[config.mk]
export PLATFORM = sky130hd
export DESIGN_NAME = mips_decode_stage
export DESIGN_NICKNAME = d
export VERILOG_FILES = /design/src/hdl/decode_pkg.sv /design/src/hdl/decode_ctrl.sv /design/src/hdl/operand_select.sv /design/src/hdl/imm_gen.sv /design/src/hdl/uop_credit_reg.sv /design/src/hdl/mips_decode_stage.sv
export VERILOG_INCLUDE_DIRS = /design/src /design/src/hdl
export SDC_FILE = /design/constraint.sdc
export NUM_CORES = 1
export LEC_CHECK = 0
export BUFFER_PORTS_ARGS = -buffer_cell sky130_fd_sc_hd__buf_2
export CAP_MARGIN = 5
export CORE_ASPECT_RATIO = 1.5
export CORE_MARGIN = 2
export CORE_UTILIZATION = 44
export DETAILED_ROUTE_END_ITERATION = 8
export GPL_TIMING_DRIVEN = 0
export PLACE_DENSITY_LB_ADDON = 0.12
export SKIP_CTS_REPAIR_TIMING = 1
export SKIP_LAST_GASP = 1
export SLEW_MARGIN = 5
export SYNTH_ARGS = -nofsm -noshare
export SYNTH_HDL_FRONTEND = slang
export SYNTH_SLANG_ARGS = --single-unit
[constraint.sdc]
create_clock -name clk -period 5.2 [get_ports clk]
set_clock_uncertainty 0.15 [all_clocks]
set_input_delay 1.04 -clock clk [delete_from_list [all_inputs] [get_ports clk]]
set_output_delay 1.04 -clock clk [all_outputs]
set_load 0.1 [all_outputs]
[src/hdl/mips_decode_config.svh]
`ifndef MIPS_DECODE_CONFIG_SVH
`define MIPS_DECODE_CONFIG_SVH

// machine address width
`define M_WIDTH 32

// physical register specifier width
`define LG_PRF_ENTRIES 6

// pattern history table index width
`define LG_PHT_SZ 10

// credits toward rename
`define DECODE_CREDITS 4
`define LG_DECODE_CREDITS 3

`define REG_LINK 31

`endif

[src/hdl/decode_pkg.sv]
`default_nettype none
`include "mips_decode_config.svh"

package decode_pkg;

	typedef struct packed
	{
		logic [5:0] opcode;
		logic [4:0] rs;
		logic [4:0] rt;
		logic [4:0] rd;
		logic [4:0] shamt;
		logic [5:0] funct;
	} rtype_t;

	typedef struct packed
	{
		logic [5:0] opcode;
		logic [4:0] rs;
		logic [4:0] rt;
		logic [15:0] imm16;
	} itype_t;

	typedef struct packed
	{
		logic [5:0] opcode;
		logic [25:0] index26;
	} jtype_t;

	// one fetched word, read in all three formats
	typedef union packed
	{
		rtype_t r;
		itype_t i;
		jtype_t j;
	} insn_word_t;

	typedef enum logic [5:0]
	{
		SLL, SRL, SRA, SLLV, SRLV, SRAV,
		ADDU, SUBU, AND, OR, XOR, NOR, SLT, SLTU, MOV,
		JR, JALR, BLTZ, BGEZ, BLTZL, BGEZL, BGEZAL, BAL,
		J, JAL, BEQ, BNE, BLEZ, BGTZ, BEQL, BNEL, BLEZL, BGTZL,
		ADDIU, MOVI, SLTI, SLTIU, ANDI, ORI, XORI, LUI,
		LB, LH, LW, LBU, LHU, SB, SH, SW,
		NOP, II
	} uop_op_t;

	typedef enum logic [2:0] {SRC_NONE, SRC_RS, SRC_RT, SRC_SHAMT, SRC_LINK} src_sel_t;
	typedef enum logic [1:0] {DST_NONE, DST_RD, DST_RT, DST_LINK} dst_sel_t;
	typedef enum logic [1:0] {IMM_ZERO, IMM_16, IMM_INDEX26, IMM_PRED_TARGET} imm_sel_t;

	typedef struct packed
	{
		uop_op_t op;
		uop_op_t op_zero; // used when dst is r0
		src_sel_t src_a_sel;
		src_sel_t src_b_sel;
		dst_sel_t dst_sel;
		imm_sel_t imm_sel;
		logic is_br;
		logic is_mem;
		logic is_store;
		logic has_delay_slot;
		logic has_nullifying_delay_slot;
		logic use_pred;
	} decode_ctrl_t;

	typedef struct packed
	{
		insn_word_t insn;
		logic [`M_WIDTH-1:0] pc;
		logic pred;
		logic [`LG_PHT_SZ-1:0] pht_idx;
		logic [`M_WIDTH-1:0] pred_target;
	} fetch_bundle_t;

	typedef struct packed
	{
		uop_op_t op;
		logic [`LG_PRF_ENTRIES-1:0] src_a;
		logic src_a_valid;
		logic [`LG_PRF_ENTRIES-1:0] src_b;
		logic src_b_valid;
		logic [`LG_PRF_ENTRIES-1:0] dst;
		logic dst_valid;
		logic [15:0] imm;
		logic [`M_WIDTH-17:0] jmp_imm;
		logic [`M_WIDTH-1:0] pc;
		logic br_pred;
		logic [`LG_PHT_SZ-1:0] pht_idx;
		logic is_br;
		logic is_mem;
		logic is_store;
		logic has_delay_slot;
		logic has_nullifying_delay_slot;
	} uop_t;

endpackage

`default_nettype wire

[src/hdl/decode_ctrl.sv]
`default_nettype none

module decode_ctrl
(
	input wire decode_pkg::insn_word_t insn,
	input wire dst_zero,
	output decode_pkg::decode_ctrl_t ctrl,
	output decode_pkg::uop_op_t op
);

	decode_pkg::decode_ctrl_t c;
	logic rs_zero;

	assign rs_zero = (insn.r.rs == 5'd0);

	always_comb
	begin
		c.op = decode_pkg::II;
		c.op_zero = decode_pkg::NOP;
		c.src_a_sel = decode_pkg::SRC_NONE;
		c.src_b_sel = decode_pkg::SRC_NONE;
		c.dst_sel = decode_pkg::DST_NONE;
		c.imm_sel = decode_pkg::IMM_ZERO;
		c.is_br = 1'b0;
		c.is_mem = 1'b0;
		c.is_store = 1'b0;
		c.has_delay_slot = 1'b0;
		c.has_nullifying_delay_slot = 1'b0;
		c.use_pred = 1'b0;
		case (insn.r.opcode)
			6'd0:
			begin
				c.dst_sel = decode_pkg::DST_RD;
				c.src_a_sel = decode_pkg::SRC_RT;
				c.src_b_sel = decode_pkg::SRC_RS;
				case (insn.r.funct)
					6'd0: c.op = decode_pkg::SLL;
					6'd2: c.op = decode_pkg::SRL;
					6'd3: c.op = decode_pkg::SRA;
					6'd4: c.op = decode_pkg::SLLV;
					6'd6: c.op = decode_pkg::SRLV;
					6'd7: c.op = decode_pkg::SRAV;
					6'd33: c.op = decode_pkg::ADDU;
					6'd36: c.op = decode_pkg::AND;
					6'd38: c.op = decode_pkg::XOR;
					6'd39: c.op = decode_pkg::NOR;
					6'd42: c.op = decode_pkg::SLT;
					6'd43: c.op = decode_pkg::SLTU;
					6'd35: c.op = decode_pkg::SUBU;
					6'd37: c.op = rs_zero ? decode_pkg::MOV : decode_pkg::OR;
					6'd8, 6'd9:
					begin
						c.op = (insn.r.funct == 6'd9) ? decode_pkg::JALR : decode_pkg::JR;
						c.op_zero = decode_pkg::JR; // jalr to r0 is a plain jr
						c.src_a_sel = decode_pkg::SRC_RS;
						c.src_b_sel = decode_pkg::SRC_NONE;
						c.imm_sel = decode_pkg::IMM_PRED_TARGET;
						c.is_br = 1'b1;
						c.has_delay_slot = 1'b1;
					end
					6'd15, 6'd52: c.op = decode_pkg::NOP; // sync, teq
					default: c.op = decode_pkg::II;
				endcase
				if (insn.r.funct inside {6'd0, 6'd2, 6'd3})
					c.src_b_sel = decode_pkg::SRC_SHAMT;
				if (insn.r.funct == 6'd35)
				begin
					c.src_a_sel = decode_pkg::SRC_RS; // subu keeps rs first
					c.src_b_sel = decode_pkg::SRC_RT;
				end
				if (insn.r.funct == 6'd37 && rs_zero)
					c.src_b_sel = decode_pkg::SRC_NONE;
				if (insn.r.funct == 6'd8)
					c.dst_sel = decode_pkg::DST_NONE;
				if (c.op == decode_pkg::NOP)
				begin
					c.src_a_sel = decode_pkg::SRC_NONE;
					c.src_b_sel = decode_pkg::SRC_NONE;
					c.dst_sel = decode_pkg::DST_NONE;
				end
			end
			6'd1: // regimm
			begin
				c.src_a_sel = decode_pkg::SRC_RS;
				c.imm_sel = decode_pkg::IMM_16;
				c.is_br = 1'b1;
				c.has_delay_slot = 1'b1;
				c.use_pred = 1'b1;
				c.has_nullifying_delay_slot = (insn.i.rt == 5'd2) || (insn.i.rt == 5'd3);
				case (insn.i.rt)
					5'd0: c.op = decode_pkg::BLTZ;
					5'd1: c.op = decode_pkg::BGEZ;
					5'd2: c.op = decode_pkg::BLTZL;
					5'd3: c.op = decode_pkg::BGEZL;
					5'd17:
					begin
						c.op = rs_zero ? decode_pkg::BAL : decode_pkg::BGEZAL;
						c.src_a_sel = rs_zero ? decode_pkg::SRC_NONE : decode_pkg::SRC_RS;
						c.src_b_sel = rs_zero ? decode_pkg::SRC_NONE : decode_pkg::SRC_LINK;
						c.dst_sel = decode_pkg::DST_LINK;
					end
					default: c.op = decode_pkg::II;
				endcase
			end
			6'd2, 6'd3:
			begin
				c.op = insn.j.opcode[0] ? decode_pkg::JAL : decode_pkg::J;
				c.dst_sel = insn.j.opcode[0] ? decode_pkg::DST_LINK : decode_pkg::DST_NONE;
				c.imm_sel = decode_pkg::IMM_INDEX26;
				c.is_br = 1'b1;
				c.has_delay_slot = 1'b1;
			end
			6'd4, 6'd5, 6'd6, 6'd7, 6'd20, 6'd21, 6'd22, 6'd23:
			begin
				case (insn.i.opcode)
					6'd4: c.op = decode_pkg::BEQ;
					6'd5: c.op = decode_pkg::BNE;
					6'd6: c.op = decode_pkg::BLEZ;
					6'd7: c.op = decode_pkg::BGTZ;
					6'd20: c.op = decode_pkg::BEQL;
					6'd21: c.op = decode_pkg::BNEL;
					6'd22: c.op = decode_pkg::BLEZL;
					default: c.op = decode_pkg::BGTZL;
				endcase
				c.src_a_sel = decode_pkg::SRC_RS;
				c.src_b_sel = insn.i.opcode[1] ? decode_pkg::SRC_NONE : decode_pkg::SRC_RT;
				c.imm_sel = decode_pkg::IMM_16;
				c.is_br = 1'b1;
				c.has_delay_slot = 1'b1;
				c.has_nullifying_delay_slot = insn.i.opcode[4]; // likely forms
				c.use_pred = 1'b1;
			end
			6'd9, 6'd10, 6'd11, 6'd12, 6'd13, 6'd14, 6'd15:
			begin
				case (insn.i.opcode)
					6'd9: c.op = rs_zero ? decode_pkg::MOVI : decode_pkg::ADDIU;
					6'd10: c.op = decode_pkg::SLTI;
					6'd11: c.op = decode_pkg::SLTIU;
					6'd12: c.op = decode_pkg::ANDI;
					6'd13: c.op = decode_pkg::ORI;
					6'd14: c.op = decode_pkg::XORI;
					default: c.op = decode_pkg::LUI;
				endcase
				c.src_a_sel = (c.op == decode_pkg::MOVI || c.op == decode_pkg::LUI) ?
					decode_pkg::SRC_NONE : decode_pkg::SRC_RS;
				c.dst_sel = decode_pkg::DST_RT;
				c.imm_sel = decode_pkg::IMM_16;
			end
			6'd32, 6'd33, 6'd35, 6'd36, 6'd37, 6'd48: // loads, ll as lw
			begin
				case (insn.i.opcode)
					6'd32: c.op = decode_pkg::LB;
					6'd33: c.op = decode_pkg::LH;
					6'd36: c.op = decode_pkg::LBU;
					6'd37: c.op = decode_pkg::LHU;
					default: c.op = decode_pkg::LW;
				endcase
				c.src_a_sel = decode_pkg::SRC_RS;
				c.dst_sel = decode_pkg::DST_RT;
				c.imm_sel = decode_pkg::IMM_16;
				c.is_mem = 1'b1;
			end
			6'd40, 6'd41, 6'd43:
			begin
				case (insn.i.opcode)
					6'd40: c.op = decode_pkg::SB;
					6'd41: c.op = decode_pkg::SH;
					default: c.op = decode_pkg::SW;
				endcase
				c.src_a_sel = decode_pkg::SRC_RS;
				c.src_b_sel = decode_pkg::SRC_RT;
				c.imm_sel = decode_pkg::IMM_16;
				c.is_mem = 1'b1;
				c.is_store = 1'b1;
			end
			6'd51: c.op = decode_pkg::NOP; // pref
			default: c.op = decode_pkg::II;
		endcase
		// unknown encodings carry nothing
		if (c.op == decode_pkg::II)
		begin
			c.src_a_sel = decode_pkg::SRC_NONE;
			c.src_b_sel = decode_pkg::SRC_NONE;
			c.dst_sel = decode_pkg::DST_NONE;
			c.imm_sel = decode_pkg::IMM_ZERO;
			c.is_br = 1'b0;
			c.is_mem = 1'b0;
			c.is_store = 1'b0;
			c.has_delay_slot = 1'b0;
			c.has_nullifying_delay_slot = 1'b0;
			c.use_pred = 1'b0;
		end
	end

	assign ctrl = c;
	assign op = dst_zero ? c.op_zero : c.op;

endmodule

`default_nettype wire

[src/hdl/operand_select.sv]
`default_nettype none
`include "mips_decode_config.svh"

module operand_select
(
	input wire decode_pkg::insn_word_t insn,
	input wire decode_pkg::decode_ctrl_t ctrl,
	output logic [`LG_PRF_ENTRIES-1:0] src_a,
	output logic src_a_valid,
	output logic [`LG_PRF_ENTRIES-1:0] src_b,
	output logic src_b_valid,
	output logic [`LG_PRF_ENTRIES-1:0] dst,
	output logic dst_valid,
	output logic dst_zero
);

	localparam int ZP = `LG_PRF_ENTRIES - 5;

	function automatic logic [`LG_PRF_ENTRIES-1:0] pick_src(input decode_pkg::src_sel_t sel,
		input decode_pkg::insn_word_t w);
		case (sel)
			decode_pkg::SRC_RS: pick_src = {{ZP{1'b0}}, w.r.rs};
			decode_pkg::SRC_RT: pick_src = {{ZP{1'b0}}, w.r.rt};
			decode_pkg::SRC_SHAMT: pick_src = {{ZP{1'b0}}, w.r.shamt};
			decode_pkg::SRC_LINK: pick_src = `LG_PRF_ENTRIES'(`REG_LINK);
			default: pick_src = '0;
		endcase
	endfunction

	assign src_a = pick_src(ctrl.src_a_sel, insn);
	assign src_b = pick_src(ctrl.src_b_sel, insn);
	assign src_a_valid = (ctrl.src_a_sel != decode_pkg::SRC_NONE);
	assign src_b_valid = (ctrl.src_b_sel != decode_pkg::SRC_NONE);

	always_comb
	begin
		case (ctrl.dst_sel)
			decode_pkg::DST_RD: dst = {{ZP{1'b0}}, insn.r.rd};
			decode_pkg::DST_RT: dst = {{ZP{1'b0}}, insn.r.rt};
			decode_pkg::DST_LINK: dst = `LG_PRF_ENTRIES'(`REG_LINK);
			default: dst = '0;
		endcase
	end

	// no destination is not a zero destination
	assign dst_zero = (ctrl.dst_sel != decode_pkg::DST_NONE) && (dst == '0);
	assign dst_valid = (ctrl.dst_sel != decode_pkg::DST_NONE) && !dst_zero;

endmodule

`default_nettype wire

[src/hdl/imm_gen.sv]
`default_nettype none
`include "mips_decode_config.svh"

module imm_gen
(
	input wire decode_pkg::insn_word_t insn,
	input wire [`M_WIDTH-1:0] pred_target,
	input wire decode_pkg::decode_ctrl_t ctrl,
	output logic [15:0] imm,
	output logic [`M_WIDTH-17:0] jmp_imm
);

	always_comb
	begin
		case (ctrl.imm_sel)
			decode_pkg::IMM_16:
			begin
				imm = insn.i.imm16;
				jmp_imm = '0;
			end
			decode_pkg::IMM_INDEX26:
			begin
				imm = insn.j.index26[15:0];
				jmp_imm = {{(`M_WIDTH-26){1'b0}}, insn.j.index26[25:16]};
			end
			decode_pkg::IMM_PRED_TARGET: // jr, jalr
			begin
				imm = pred_target[15:0];
				jmp_imm = pred_target[`M_WIDTH-1:16];
			end
			default:
			begin
				imm = '0;
				jmp_imm = '0;
			end
		endcase
	end

endmodule

`default_nettype wire

[src/hdl/uop_credit_reg.sv]
`default_nettype none
`include "mips_decode_config.svh"

module uop_credit_reg
(
	input wire clk,
	input wire rst,
	input wire fetch_valid,
	input wire decode_pkg::fetch_bundle_t fetch,
	input wire decode_pkg::uop_op_t op,
	input wire decode_pkg::decode_ctrl_t ctrl,
	input wire [`LG_PRF_ENTRIES-1:0] src_a,
	input wire src_a_valid,
	input wire [`LG_PRF_ENTRIES-1:0] src_b,
	input wire src_b_valid,
	input wire [`LG_PRF_ENTRIES-1:0] dst,
	input wire dst_valid,
	input wire [15:0] imm,
	input wire [`M_WIDTH-17:0] jmp_imm,
	input wire credit_return,
	output logic fetch_ready,
	output logic uop_valid,
	output decode_pkg::uop_t uop
);

	logic [`LG_DECODE_CREDITS-1:0] credits;
	logic accept;
	decode_pkg::uop_t next_uop;

	assign fetch_ready = (credits != '0);
	assign accept = fetch_valid && fetch_ready;

	always_comb
	begin
		next_uop.op = op;
		next_uop.src_a = src_a;
		next_uop.src_a_valid = src_a_valid;
		next_uop.src_b = src_b;
		next_uop.src_b_valid = src_b_valid;
		next_uop.dst = dst;
		next_uop.dst_valid = dst_valid;
		next_uop.imm = imm;
		next_uop.jmp_imm = jmp_imm;
		next_uop.pc = fetch.pc;
		next_uop.br_pred = ctrl.use_pred ? fetch.pred : (op == decode_pkg::JAL);
		next_uop.pht_idx = fetch.pht_idx;
		next_uop.is_br = ctrl.is_br;
		next_uop.is_mem = ctrl.is_mem;
		next_uop.is_store = ctrl.is_store;
		next_uop.has_delay_slot = ctrl.has_delay_slot;
		next_uop.has_nullifying_delay_slot = ctrl.has_nullifying_delay_slot;
	end

	always_ff @(posedge clk)
	begin
		if (rst)
		begin
			credits <= `LG_DECODE_CREDITS'(`DECODE_CREDITS);
			uop_valid <= 1'b0;
		end
		else
		begin
			// accept and return together cancel out
			credits <= credits - {{(`LG_DECODE_CREDITS-1){1'b0}}, accept}
				+ {{(`LG_DECODE_CREDITS-1){1'b0}}, credit_return};
			uop_valid <= accept;
		end
	end

	always_ff @(posedge clk)
	begin
		if (accept)
			uop <= next_uop;
	end

endmodule

`default_nettype wire

[src/hdl/mips_decode_stage.sv]
`default_nettype none
`include "mips_decode_config.svh"

module mips_decode_stage
(
	input wire clk,
	input wire rst,
	input wire fetch_valid,
	input wire decode_pkg::fetch_bundle_t fetch,
	output logic fetch_ready,
	input wire credit_return,
	output logic uop_valid,
	output decode_pkg::uop_t uop
);

	decode_pkg::decode_ctrl_t ctrl;
	decode_pkg::uop_op_t op;
	logic dst_zero;
	logic [`LG_PRF_ENTRIES-1:0] src_a;
	logic [`LG_PRF_ENTRIES-1:0] src_b;
	logic [`LG_PRF_ENTRIES-1:0] dst;
	logic src_a_valid;
	logic src_b_valid;
	logic dst_valid;
	logic [15:0] imm;
	logic [`M_WIDTH-17:0] jmp_imm;

	decode_ctrl u_ctrl
	(
		.insn(fetch.insn),
		.dst_zero(dst_zero),
		.ctrl(ctrl),
		.op(op)
	);

	operand_select u_operands
	(
		.insn(fetch.insn),
		.ctrl(ctrl),
		.src_a(src_a),
		.src_a_valid(src_a_valid),
		.src_b(src_b),
		.src_b_valid(src_b_valid),
		.dst(dst),
		.dst_valid(dst_valid),
		.dst_zero(dst_zero)
	);

	imm_gen u_imm
	(
		.insn(fetch.insn),
		.pred_target(fetch.pred_target),
		.ctrl(ctrl),
		.imm(imm),
		.jmp_imm(jmp_imm)
	);

	uop_credit_reg u_out
	(
		.clk(clk),
		.rst(rst),
		.fetch_valid(fetch_valid),
		.fetch(fetch),
		.op(op),
		.ctrl(ctrl),
		.src_a(src_a),
		.src_a_valid(src_a_valid),
		.src_b(src_b),
		.src_b_valid(src_b_valid),
		.dst(dst),
		.dst_valid(dst_valid),
		.imm(imm),
		.jmp_imm(jmp_imm),
		.credit_return(credit_return),
		.fetch_ready(fetch_ready),
		.uop_valid(uop_valid),
		.uop(uop)
	);

endmodule

`default_nettype wire

### Word-level counts from Yosys, hierarchy flattened

Index checks and enable logic that the tools add are counted.

| word-level totals | value |
|---|---|
| flip-flop bits (word level) | 111 |
| input port bits | 111 |
| output and inout port bits | 109 |
| logic and storage cells | 165 |

| operators by class | value |
|---|---|
| $add $sub $neg | 2 |
| equality and inequality tests | 68 |
| muxes and demuxes | 46 |
| reductions and logical operators | 30 |

Operator list:

| kind | number |
|---|---|
| == test 6 bit (second input constant) | 23 |
| case mux 6 bit (16 select lines) | 1 |
| case mux 16 bit (2 select lines) | 2 |
| == test 6 x 4 -> 1 bit (second input constant) | 10 |
| case mux 6 bit (8 select lines) | 1 |
| == test 6 x 3 -> 1 bit (second input constant) | 7 |
| case mux 6 bit (7 select lines) | 1 |
| case mux 5 bit (4 select lines) | 2 |
| case mux 3 bit (4 select lines) | 3 |
| case mux 6 bit (6 select lines) | 1 |
| == test 6 x 5 -> 1 bit (second input constant) | 5 |
| two-way mux 6 bit | 5 |
| case mux 6 bit (5 select lines) | 1 |
| OR reduction 25 bit | 1 |
| == test 6 x 2 -> 1 bit (second input constant) | 4 |
| logical NOT 6 bit | 3 |
| OR reduction 17 bit | 1 |
| two-way mux 16 bit | 1 |
| two-way mux 8 bit | 2 |
| two-way mux 3 bit | 5 |
| case mux 5 bit (3 select lines) | 1 |
| OR reduction 13 bit | 1 |
| == test 3 x 2 -> 1 bit (second input constant) | 4 |
| two-way mux 12 bit | 1 |
| other kinds (32) | 60 |

### Depth between registers and ports, before layout

Gate-level depths: netlist of the first run.

| depth | value |
|---|---|
| word-level depth | 16 |
| depth in mapped cells | 14 |
| gate-level depth less buffers | 10 |

### Modules after synthesis

From an unflattened synthesis of the first run, not the netlist that was laid out.

| unflattened totals | value |
|---|---|
| cells, all modules | 516 |
| area, all modules | 5870.6 um^2 |

By module, submodules not included:

| module | instances | cells an instance | area an instance (um^2) | sequential area each (um^2) |
|---|---|---|---|---|
| uop_credit_reg | 1 | 127 | 3444.6 | 3293.2 |
| decode_ctrl | 1 | 258 | 1512.7 | 0.0 |
| operand_select | 1 | 70 | 488.0 | 0.0 |
| imm_gen | 1 | 61 | 425.4 | 0.0 |

### Least setup slack after synthesis of the first run

No wires, ideal clock.

| timing path | value |
|---|---|
| kind | register -> register |
| start point | register u_out.credits[1] |
| end point | register u_out.credits[2] |
| library setup time | 0.117 ns |
| data arrival time | 5.129 ns |
| data required time | 4.933 ns |
| path slack | -0.196 ns |
| stages on the path, launching flop included | 11 |
| buffers on the path | 0 |
| period minus slack after synthesis | 5.396 ns |
| path through | dfxtp_1 -> or3_1 -> and2_1 -> ha_1 -> inv_1 -> ha_1 -> inv_1 -> fa_1 -> xor2_1 -> xnor2_1 -> nand2b_1 |

| on the way | value |
|---|---|
| cells in the longest elaborated chain, start to end | 4 |

RTL lines:

| item | line | RTL |
|---|---|---|
| start, declared | uop_credit_reg.sv:26 | `` logic [`LG_DECODE_CREDITS-1:0] credits; `` |
| start signal, assigned | uop_credit_reg.sv:58 | `` credits <= `LG_DECODE_CREDITS'(`DECODE_CREDITS); `` |
| start signal, assigned | uop_credit_reg.sv:64 | `` credits <= credits - {{(`LG_DECODE_CREDITS-1){1'b0}}, accept} `` |
| nonzero test 3 bit | uop_credit_reg.sv:30 | `assign fetch_ready = (credits != '0);` |
| net fetch_ready | mips_decode_stage.sv:10 | `output logic fetch_ready,` |
| logical AND 1 bit | uop_credit_reg.sv:31 | `assign accept = fetch_valid && fetch_ready;` |
| net u_out.accept | uop_credit_reg.sv:27 | `logic accept;` |
| subtractor 3 x 1 -> 3 bit | uop_credit_reg.sv:64 |  |
| adder 3 x 1 -> 3 bit | uop_credit_reg.sv:64 |  |

The timed path passes the listed nets, and every way through them passes these cells.
A chain may end at the register's enable or synchronous reset.

### Final worst setup path of the first run

| timing path | value |
|---|---|
| start point | input fetch[77] (netlist name) |
| end point | register, netlist name u_out.uop[76] |

| on the way | value |
|---|---|
| cells in the longest elaborated chain, start to end | 10 |
| elaborated cells between the ends (all ways) | 33 |
| classes of those cells | eq/ne: 21; mux: 8; reduce/logical: 4 |

RTL lines:

| item | line | RTL |
|---|---|---|
| start, declared | mips_decode_stage.sv:9 | `input wire decode_pkg::fetch_bundle_t fetch,` |
| == test 6 x 4 -> 1 bit, or another cell as far along | decode_ctrl.sv:36, decode_ctrl.sv:53 |  |
| two-way mux 5 bit / OR reduction 2 bit (equally long branches) | decode_ctrl.sv:53, decode_ctrl.sv:36 |  |
| case mux 6 bit (16 select lines) | decode_ctrl.sv:36 | `case (insn.r.funct)` |
| two-way mux 6 bit | decode_ctrl.sv:30 | `case (insn.r.opcode)` |
| case mux 6 bit (8 select lines) | decode_ctrl.sv:30 |  |
| == test 6 bit | decode_ctrl.sv:180 | `if (c.op == decode_pkg::II)` |
| two-way mux 16 bit (*) | decode_ctrl.sv:180 |  |
| == test 2 x 1 -> 1 bit / == test 2 bit (equally long branches) | imm_gen.sv:15 | `case (ctrl.imm_sel)` |
| OR reduction 2 bit (no source line) | -- |  |
| case mux 16 bit (2 select lines) (*) | imm_gen.sv:15 |  |
| net imm[12] | mips_decode_stage.sv:25 | `logic [15:0] imm;` |

Mark *: on every way through the listed nets, which the timed path passes. The rest lies on a longest branch. The select of a mux whose other input is x is not followed.

==> results of run 1 <==
final cells by class:
type                       instances  area, sq um
clock buffer                      11        232.7
sequential                       107         3173
tap                              156        195.2
inverter                          23        86.33
fill                            1108         5271
clock inverter                     5        85.08
multi-input combinational        322         2069
buffer                            40        197.7
antenna                            1        2.502
timing repair buffer             210         1074
state kept, by name, indices dropped and copies added (netlist names):
register	count
u_out.uop	103
u_out.uop_valid	1
u_out.credits	3
cell families (layout without fill, tap and decap cells):
| logic type | after synthesis | count (layout) | synth area share |
|---|---|---|---|
| compound gates | 139 | 139 | 0.1778 |
| xor+xnor | 3 | 3 | 0.004764 |
| fa+ha+maj | 7 | 7 | 0.01678 |
| buf+inv | 63 | 289 | 0.05149 |
| flops | 107 | 107 | 0.5752 |
| mux | 11 | 11 | 0.02200 |
| other cells | 1 | 4 | 0.0006798 |
| simple gates | 159 | 159 | 0.1513 |
layer usage:
metal / track usage / vias up / share of wire
met5: 0 / - / 0
met4: 0.1331 / 0 / 0.047
met3: 0.04650 / 49 / 0.072
met2: 0.4555 / 215 / 0.53
met1: 0.2629 / 2345 / 0.35
li1: - / 2288 / -
power by group through the flow:
stage | Combinational, mW | Clock [mW] | Sequential [mW]
detailed placement | 1.39 | 0 | 1.17
CTS | 1.39 | 0.739 | 1.15
global placement | 1.36 | 0 | 1.17
floorplan | 0.265 | 0 | 2.04
finish | 1.39 | 0.721 | 1.15
global route | 1.44 | 0.765 | 1.16
worst max path at each step:
stage          slack (ns)                         from                          end  cells after the start
2_1_floorplan        0.99  u_out.credits[1]$_SDFF_PP0_  u_out.credits[2]$_SDFF_PP1_                     10
3_3_place_gp         0.20                    fetch[77]      u_out.uop[76]$_DFFE_PP_                     14
3_5_place_dp         0.17                    fetch[77]      u_out.uop[71]$_DFFE_PP_                     14
4_1_cts              0.50                    fetch[77]      u_out.uop[76]$_DFFE_PP_                     14
5_1_grt              0.20                    fetch[77]      u_out.uop[76]$_DFFE_PP_                     14
6_report             0.43                    fetch[77]      u_out.uop[76]$_DFFE_PP_                     14
critical path, delay by kind of cell:
family | cells | cell delay, ns
AO/OA/AOI/OAI | 4 | 1.32
AND/OR/NAND/NOR | 5 | 1.26
buffers and inverters | 4 | 0.76
adder cells (fa/ha/maj) | 1 | 0.30
metrics by stage:
| step | util | power [mW] | hold slack [ns] | std cells |
|---|---|---|---|---|
| 2_1_floorplan | - | 2.308 | 0.3535 | 492 |
| 3_3_place_gp | 0.5463 | 2.536 | 0.3744 | 857 |
| 3_5_place_dp | 0.5486 | 2.558 | 0.3987 | 858 |
| 6_report | 0.5744 | 3.257 | 0.4184 | 875 |
| 4_1_cts | 0.5742 | 3.280 | 0.4175 | 874 |
| 5_1_grt | 0.5744 | 3.370 | 0.4607 | 875 |
cell usage in the layout, fill, tap and decap left out, types with 8 or more instances in the layout:
master,count
nor2_1,49
nor3_1,12
inv_1,22
nor2b_1,17
a22o_1,9
o21ai_0,28
edfxtp_1,103
clkbuf_16,9
mux2i_1,8
and2_1,9
a22oi_1,22
a21oi_1,25
nand2b_1,11
buf_2,219
nand2_1,22
clkbuf_1,23
==> results.toml, run 1 <==
[drt]
detail_route.vias_per_cell = 5.597
drt_iter0_markers = 305
vias = 4897
post-route-drc-count = 0
drt.antenna.violating_nets = 0
drt_first_pass_iters = 5
routed_wirelength_um = 17030
wire_per_inst_um = 19.46

[sta]
drv_slew = 0
post-route-worst-setup-slack_ns = 0.4347
number_of_endpoints_failing_setup_at_the_final_stage = 0
worst_slew_pin_tran_ns = 0.8986
period_needed_ns = 4.765
final.period_utilization = 0.9164
slew_headroom = 0.3914
fin_tns_setup_ns = 0
timing_hold_violations_final = 0
achievable-frequency_mhz = 209.9
rsz0062_at_grt = "no"

[cells_and_area]
final_net_count = 830
postLayoutCellArea_sq_mm = 0.007116
synthToLayoutAreaGrowth_pct = 28.99
ratio_of_cells_with_drive_above_1_in_the_final_layout = 0.3649

[critical_path]
criticalPathCategory = "input port to flip-flop"
crit-reg2reg-launch = "u_out.credits[1]$_SDFF_PP0_"
cp.required_ns = 5.13
setup.worst_path.end_class = "flip-flop"
crit_path_cell_trace = "buf_2 -> buf_2 -> nor3_1 -> o21ai_0 -> a2111oi_0 -> nor3_1 -> nor4_2 -> nor3_1 -> a41oi_1 -> ha_1 -> clkbuf_1 -> clkbuf_1 -> a22oi_1 -> nor2_1"
timing.reg2reg.worst_path_depth = 10
path_common_cell = "nor3_1"
critical_path_arrival_ns = 4.70
cp_max_fo = 10
critical-path-max-stage-delay_ns = 0.61
critical_path.reg2reg.endpoint = "u_out.credits[2]$_SDFF_PP1_"
timing.reg2reg.setup_slack_ns = 2.39
slowest_stage = "nor4_2"
critPathLaunchType = "input port"

[worst_hold_path]
worstHoldPathType = "flip-flop to flip-flop"
worst_hold_path.num_cells = 2
hold_crit_start = "u_out.credits[1]$_SDFF_PP0_"
timing.hold.worst_endpoint = "u_out.credits[2]$_SDFF_PP1_"

[floorplan]
io_pins = 220
die_area_sq_mm = 0.01347
placementRows = 50
die_h_um = 141.1
coreArea_sq_mm = 0.01239
die_width_um = 95.43
floorplan.initialDensity = 0.4454

[yosys]
postSynthRegisterBits = 107
synthDominantAreaCellType = "edfxtp_1"
netlist_top_cells_count = "103 x edfxtp_1, 49 x nor2_1, 28 x o21ai_0, 25 x a21oi_1"
synth_largest_type_area_fraction = 0.5607
synth.most_common_cell = "edfxtp_1"
synth-edff-count = 103
postSynth.topFlopCell = "edfxtp_1"
synth_seq_area_share = 0.5752
ys_async_sr_fraction = 0
yosys_warn_count = 0
synth_cells = 490
syn_avg_cell_area_sq_um = 11.26
post_syn_area_sq_mm = 0.005517
synth.lib_cells_used.distinct = 73
synthTopCellsByArea = "edfxtp_1 56%, nor2_1 3.3%, a22oi_1 3.0%"

[cts]
cts_tree = "yes"
clock_sink_count = 107
worst_setup_hold_path_clk_slew_ns = 0.07
h-tree-depth = 3
clock_tree.root_cell = "clkbuf_16"
worst_skew_pair.late_latency_ns = 0.34
cts_buffers = 9
ctsLongestPathBuffers = 2

[pwr]
netSwitchingFraction = 0.4625
internal_power_mw = 1.751
worst_ir_drop_vdd_mv = 0.1893
share_comb_of_total_power = 0.425
power.leakage_nw = 2.993
switching_power_summed_over_all_nets_mw = 1.506
clkPwrFrac = 0.221
pwr-share-seq = 0.353
power_density_mw_per_mm2 = 457.7

[placed_design]
place_hpwl_um = 13450
pre_cts_slack_ns = 0.1722
dpl-instance-area_sq_mm = 0.006795
buffer_ports.inserted = 209
gpl_wtd_cong = 0.9459

[run]
drv.max_cap_violation_count = 0

[global_route]
global_route_wire_length_before_repair_um = 25430
grtUsageTotal = 0.2491
pin_count_of_the_biggest_net_entering_global_routing = 55
grt_antenna_before_repair = 1
grt_overflow_total = 0
grt_pass1_vias = 4816

[status]
status = "complete, no violations"
No activity file was read; power rests on OpenSTA's default activity.
==> run 2: changes to the inputs <==
- ABC_AREA: default -> 1
- TNS_END_PERCENT: default -> 100
==> run 2 against run 1 <==
Effect of this change:
- worst setup slack better by 0.53 ns
- critical path depth grew 5
- combinational power about the same
- first-iteration DRC count up 7.2%
- global-route usage rose by 0.64 points
- die area up 0.61%
- clock power down 9.4%
- critical endpoint is now u_out.uop[79]$_DFFE_PP_
- utilization up 0.28 points
- non-clock buffer count shrank 21
- register-to-register slack worse by 0.37 ns
- routed wire length rose by 2.2%
- synthesized cell count up 21%
==> results.toml, run 2 <==
[cts]
worst_setup_hold_path_clk_slew_ns = 0.08
h-tree-depth = 3
ctsLongestPathBuffers = 2
cts_buffers = 9
worst_skew_pair.late_latency_ns = 0.35
clock_sink_count = 107
cts_tree = "yes"
clock_tree.root_cell = "clkbuf_16"

[drt]
drt.antenna.violating_nets = 0
drt_first_pass_iters = 5
vias = 4933
detail_route.vias_per_cell = 5.013
routed_wirelength_um = 17410
post-route-drc-count = 0
drt_iter0_markers = 327
wire_per_inst_um = 17.69

[cells_and_area]
layout_top_registers = "u_out.uop (103), u_out.credits (3), u_out.uop_valid (1)"
largest_register_ffs = 103
most_common_cell_after_layout_fill_and_taps_aside = "buf_2"
largest_register = "u_out.uop"
final_net_count = 938
synthToLayoutAreaGrowth_pct = 28.80
ratio_of_cells_with_drive_above_1_in_the_final_layout = 0.3644
final_cell_mix = "216 x buf_2, 171 x nand2_1, 103 x edfxtp_1"

[yosys]
synth_largest_type_area_fraction = 0.5571
yosys_warn_count = 0
synth.most_common_cell = "nand2_1"
netlist_top_cells_count = "171 x nand2_1, 103 x edfxtp_1, 61 x inv_1, 53 x nor2_1, 34 x nand3_1"
synthTopCellsByArea = "edfxtp_1 56%, nand2_1 12%, inv_1 4.1%"
postSynthRegisterBits = 107
synthDominantAreaCellType = "edfxtp_1"
ys_async_sr_fraction = 0
synth_seq_area_share = 0.5716
syn_avg_cell_area_sq_um = 9.362
post_syn_area_sq_mm = 0.005552
synth-edff-count = 103
synth_cells = 593
postSynth.topFlopCell = "edfxtp_1"
synth.lib_cells_used.distinct = 42

[critical_path]
cp_max_fo = 10
worstPathBufferInverterCount = 5
critPathLaunchType = "input port"
cp_top_family = "simple AND/OR/NAND/NOR gates"
slowest_stage = "clkbuf_1"
criticalPathCategory = "input port to flip-flop"
cp.required_ns = 5.24
setup.worst_path.end_class = "flip-flop"
critical_path_arrival_ns = 4.28
crit_path_cell_trace = "buf_2 -> nor2_2 -> nand3_1 -> nand2_1 -> nor2_1 -> nand3_1 -> nand2_1 -> nand2_1 -> inv_1 -> nor2_1 -> nor2_4 -> nand2_4 -> o21ai_0 -> inv_1 -> ha_1 -> clkbuf_1 -> clkbuf_1 -> nand2_1 -> a21oi_1"
critical-path-max-stage-delay_ns = 0.40
path_common_cell = "nand2_1"

[worst_hold_path]
worstHoldPathType = "flip-flop to flip-flop"

[floorplan]
die_area_sq_mm = 0.01355
die_h_um = 141.6
floorplan.initialDensity = 0.4482
io_pins = 220
die_width_um = 95.72
coreArea_sq_mm = 0.01239
placementRows = 50

[sta]
timing_hold_violations_final = 0
number_of_endpoints_failing_setup_at_the_final_stage = 0
rsz0062_at_grt = "no"
fin_tns_setup_ns = 0
slew_headroom = 0.5062
achievable-frequency_mhz = 235.9
worst_slew_pin_tran_ns = 0.7406
period_needed_ns = 4.239
post-route-worst-setup-slack_ns = 0.9611
final.period_utilization = 0.8152
drv_slew = 0

[global_route]
grt_pass1_vias = 4879
pin_count_of_the_biggest_net_entering_global_routing = 61
grtUsageTotal = 0.2555
grt_overflow_total = 0
global_route_wire_length_before_repair_um = 25660
grt_antenna_before_repair = 3

[pwr]
power_density_mw_per_mm2 = 452.3
power.leakage_nw = 3.443
worst_ir_drop_vdd_mv = 0.2194
fin_total_pwr_mw = 3.234

[placed_design]
pre_cts_slack_ns = 0.6329
buffer_ports.inserted = 214
place_hpwl_um = 14290
gpl_wtd_cong = 0.9241

[status]
status = "complete, no violations"

[run]
drv.max_cap_violation_count = 0
## run 2: routing by layer
metal,vias up,routed length [um],track usage
li1,2432,-,-
met1,2219,5734,0.2458
met2,231,9516,0.4891
met3,49,1300,0.05417
met4,2,838,0.1323
met5,-,16,0
## run 2: final timing paths
| check | start | to | slack (ns) | cells after the start |
|---|---|---|---|---|
| setup / recovery | fetch[80] | u_out.uop[79]$_DFFE_PP_ | 0.96 | 19 |
| hold / removal | u_out.credits[1]$_SDFF_PP0_ | u_out.credits[1]$_SDFF_PP0_ | 0.50 | 2 |
| setup reg to reg | u_out.credits[1]$_SDFF_PP0_ | u_out.credits[2]$_SDFF_PP1_ | 2.02 | 12 |
| hold reg to reg | u_out.credits[1]$_SDFF_PP0_ | u_out.credits[1]$_SDFF_PP0_ | 0.50 | 2 |
## run 2: cell type report
class	instances	area, sq um
fillers	1167	5236
flip-flops and latches	107	3173
multi-input cells	398	2023
repair buffers	215	1099
inverters	76	287.8
clock buffers	9	225.2
well taps	156	195.2
plain buffers	14	77.57
clock inverters	7	65.06
diodes	2	5.005
## run 2: stage by stage
| stage | instance area [sq um] | cells | util | hold WS, ns |
|---|---|---|---|---|
| after floorplan | 5559 | 595 | - | 0.4458 |
| after global placement | 6825 | 965 | 0.5510 | 0.4528 |
| after detailed placement | 6855 | 966 | 0.5534 | 0.4884 |
| after CTS | 7146 | 982 | 0.5769 | 0.5036 |
| after global routing | 7151 | 984 | 0.5773 | 0.5488 |
| final | 7151 | 984 | 0.5773 | 0.4981 |
## run 2: kinds of logic after synthesis
family,after synthesis,synth area share
buffers and inverters,90,0.06536
other,1,0.0006755
xor gates and xnor gates,2,0.003156
AOI/OAI and AO/OA,67,0.07212
DFF,107,0.5716
adders and majority gates,6,0.01488
and+or+nand+nor,320,0.2723
## run 2: where the power goes
| group | leakage [nW] | total [mW] | internal (mW) | switching, mW |
|---|---|---|---|---|
| clock | 0.136 | 0.653 | 0.333 | 0.320 |
| combinational | 2.25 | 1.42 | 0.198 | 1.22 |
| sequential | 1.05 | 1.16 | 1.12 | 0.0386 |
## run 2: worst register-to-register path: cells and delay by family (launching register included)
kind          cells  cell delay [ns]
xor+xnor          1             0.16
flops             1             0.39
fa+ha+maj         3             0.81
simple gates      3             0.49
buf+inv           5             1.05
==> run 3: changes to the inputs <==
- clock period: 5.2 -> 3.8 ns (I/O delays scaled with it)
==> run 3 against run 2 <==
Effect of this change:
- sequential power grew 37%
- global-route usage is 1.4 points lower
- combinational power rose by 39%
- utilization up 0.35 points
- critical path depth decreased by 2
- clock power is 36% higher
- sequential cell count is the same
- final area increased by 0.61%
- hold slack worse by 0.062 ns
- critical path type unchanged
- critical endpoint is now u_out.uop[70]$_DFFE_PP_
- largest power group unchanged
==> results.toml, run 3 (synthesized netlist as in run 2, its figures left out) <==
[status]
status = "complete, no violations"

[placed_design]
buffer_ports.inserted = 214
gpl_wtd_cong = 0.9571
place_hpwl_um = 13640
dpl-instance-area_sq_mm = 0.006898
placedCellCount = 967
pre_cts_slack_ns = -0.3813

[critical_path]
crit_start = "fetch[102]"
crit-reg2reg-launch = "u_out.credits[0]$_SDFF_PP0_"
cp_max_fo = 10
timing.reg2reg.setup_slack_ns = 0.74
setup.worst_path.end_class = "flip-flop"
criticalPathCategory = "input port to flip-flop"
cp.required_ns = 3.72
critPathLaunchType = "input port"
critical_path_arrival_ns = 3.47

[cells_and_area]
diode_insertion_count_for_antenna_repair = 0
largest_register = "u_out.uop"
postLayoutCellArea_sq_mm = 0.007194
seq_area_sq_mm = 0.003174
synthToLayoutAreaGrowth_pct = 29.59
most_common_cell_after_layout_fill_and_taps_aside = "buf_2"
filler_cell_count = 1156
largest_register_ffs = 103
multi_input_comb_area_sq_mm = 0.002061
ratio_of_cells_with_drive_above_1_in_the_final_layout = 0.3753
final_net_count = 938
finish.cell_count_without_fillers = 982
layout_top_registers = "u_out.uop (103), u_out.credits (3), u_out.uop_valid (1)"
final_cell_mix = "216 x buf_2, 170 x nand2_1, 103 x edfxtp_1"
fin_util = 0.5808

[worst_hold_path]
hold_crit_start = "fetch[44]"
worstHoldPathType = "input port to flip-flop"

[pwr]
switching_power_summed_over_all_nets_mw = 2.163
pwr-share-seq = 0.357
power.leakage_nw = 3.452
worst_ir_drop_vdd_mv = 0.3746
power_density_mw_per_mm2 = 618.5
fin_total_pwr_mw = 4.449
netSwitchingFraction = 0.4862
internal_power_mw = 2.286
share_comb_of_total_power = 0.443
clkPwrFrac = 0.200

[sta]
period_needed_ns = 3.545
achievable-frequency_mhz = 282.1
rsz0062_at_grt = "yes"
number_of_endpoints_failing_setup_at_the_final_stage = 0
drv_slew = 0
worst_slew_pin_tran_ns = 0.8663
final.period_utilization = 0.9329
slew_headroom = 0.4212
timing_hold_violations_final = 0
post-route-worst-setup-slack_ns = 0.2550

[floorplan]
io_pins = 220
die_h_um = 141.6
coreArea_sq_mm = 0.01239
die_width_um = 95.72
floorplan.initialDensity = 0.4482
placementRows = 50
die_area_sq_mm = 0.01355

[cts]
cts_tree = "yes"
clock_tree.root_cell = "clkbuf_16"
clock_sink_count = 107
worst_skew_pair.late_latency_ns = 0.34
worst_setup_hold_path_clk_slew_ns = 0.08
h-tree-depth = 3
cts_buffers = 9
ctsLongestPathBuffers = 2

[drt]
post-route-drc-count = 0
detail_route.vias_per_cell = 5.046
routed_wirelength_um = 16540
drt_iter0_markers = 241
drt.antenna.violating_nets = 0
drt_first_pass_iters = 5
wire_per_inst_um = 16.84
vias = 4955

[global_route]
grtUsageTotal = 0.2411
grt_antenna_before_repair = 0
pin_count_of_the_biggest_net_entering_global_routing = 41
grt_pass1_vias = 4776
global_route_wire_length_before_repair_um = 24570
grt_overflow_total = 0

[run]
drv.max_cap_violation_count = 0
run 3: cell count changes in the layout (fill, tap and decap cells not counted), moves of 2 or more:
| cell | previous run | this run |
|---|---|---|
| clkbuf_1 | 7 | 4 |
| inv_1 | 60 | 57 |
| inv_2 | 11 | 14 |
| buf_1 | 0 | 2 |
| buf_12 | 0 | 2 |
| clkinv_4 | 2 | 4 |
| diode_2 | 2 | 0 |
| nor2_2 | 11 | 9 |
| nor2_4 | 10 | 12 |
run 3: area by class of cell:
type | instances | area share
multi-input cells | 398 | 0.2864
clock inverters | 6 | 0.008000
plain buffers | 13 | 0.01078
flip-flops and latches | 107 | 0.4412
clock buffers | 10 | 0.03183
repair buffers | 216 | 0.1544
inverters | 76 | 0.04017
well taps | 156 | 0.02713
run 3: critical path, stage by stage:
cell and delay [ns]:
buf_2 0.20, nand2_1 0.17, inv_1 0.17, nand3_1 0.09
nand2_1 0.10, inv_1 0.05, nand2_2 0.14, o21ai_0 0.19
nand3_1 0.14, nor2_1 0.07, nor2_4 0.11, nand2_4 0.11
o21ai_0 0.18, ha_1 0.21, clkbuf_1 0.28, clkbuf_1 0.40
a21oi_1 0.10
run 3: path summary, 6_finish.rpt:
path         cells past startpoint                          end
max                             17      u_out.uop[70]$_DFFE_PP_
min                              1      u_out.uop[17]$_DFFE_PP_
max reg2reg                     11  u_out.credits[2]$_SDFF_PP1_
min reg2reg                      4   u_out.uop_valid$_SDFF_PP0_
run 3: per-layer routing:
| layer | up-vias | wire [um] | global-route usage |
|---|---|---|---|
| li1 | 2430 | - | - |
| met1 | 2276 | 5839 | 0.2512 |
| met2 | 212 | 8969 | 0.4545 |
| met3 | 37 | 1134 | 0.04302 |
| met4 | 0 | 593 | 0.1098 |
| met5 | - | 0 | 0 |
run 3: power groups by stage:
stage | Combinational, mW | Sequential (mW) | Clock, mW
final | 1.97 | 1.59 | 0.891
after detailed placement | 1.98 | 1.62 | 0
after CTS | 1.98 | 1.59 | 0.912
after floorplan | 0.390 | 2.85 | 0
after global placement | 1.94 | 1.62 | 0
after global routing | 2.05 | 1.61 | 0.953
run 3: stage by stage:
step / setup TNS (ns) / hold slack (ns)
floorplan: -0.3694 / 0.4596
global placement: -5.238 / 0.4389
detailed placement: -3.970 / 0.4628
CTS: -0.04068 / 0.4256
global route: -0.09354 / 0.4242
finish: 0 / 0.4360
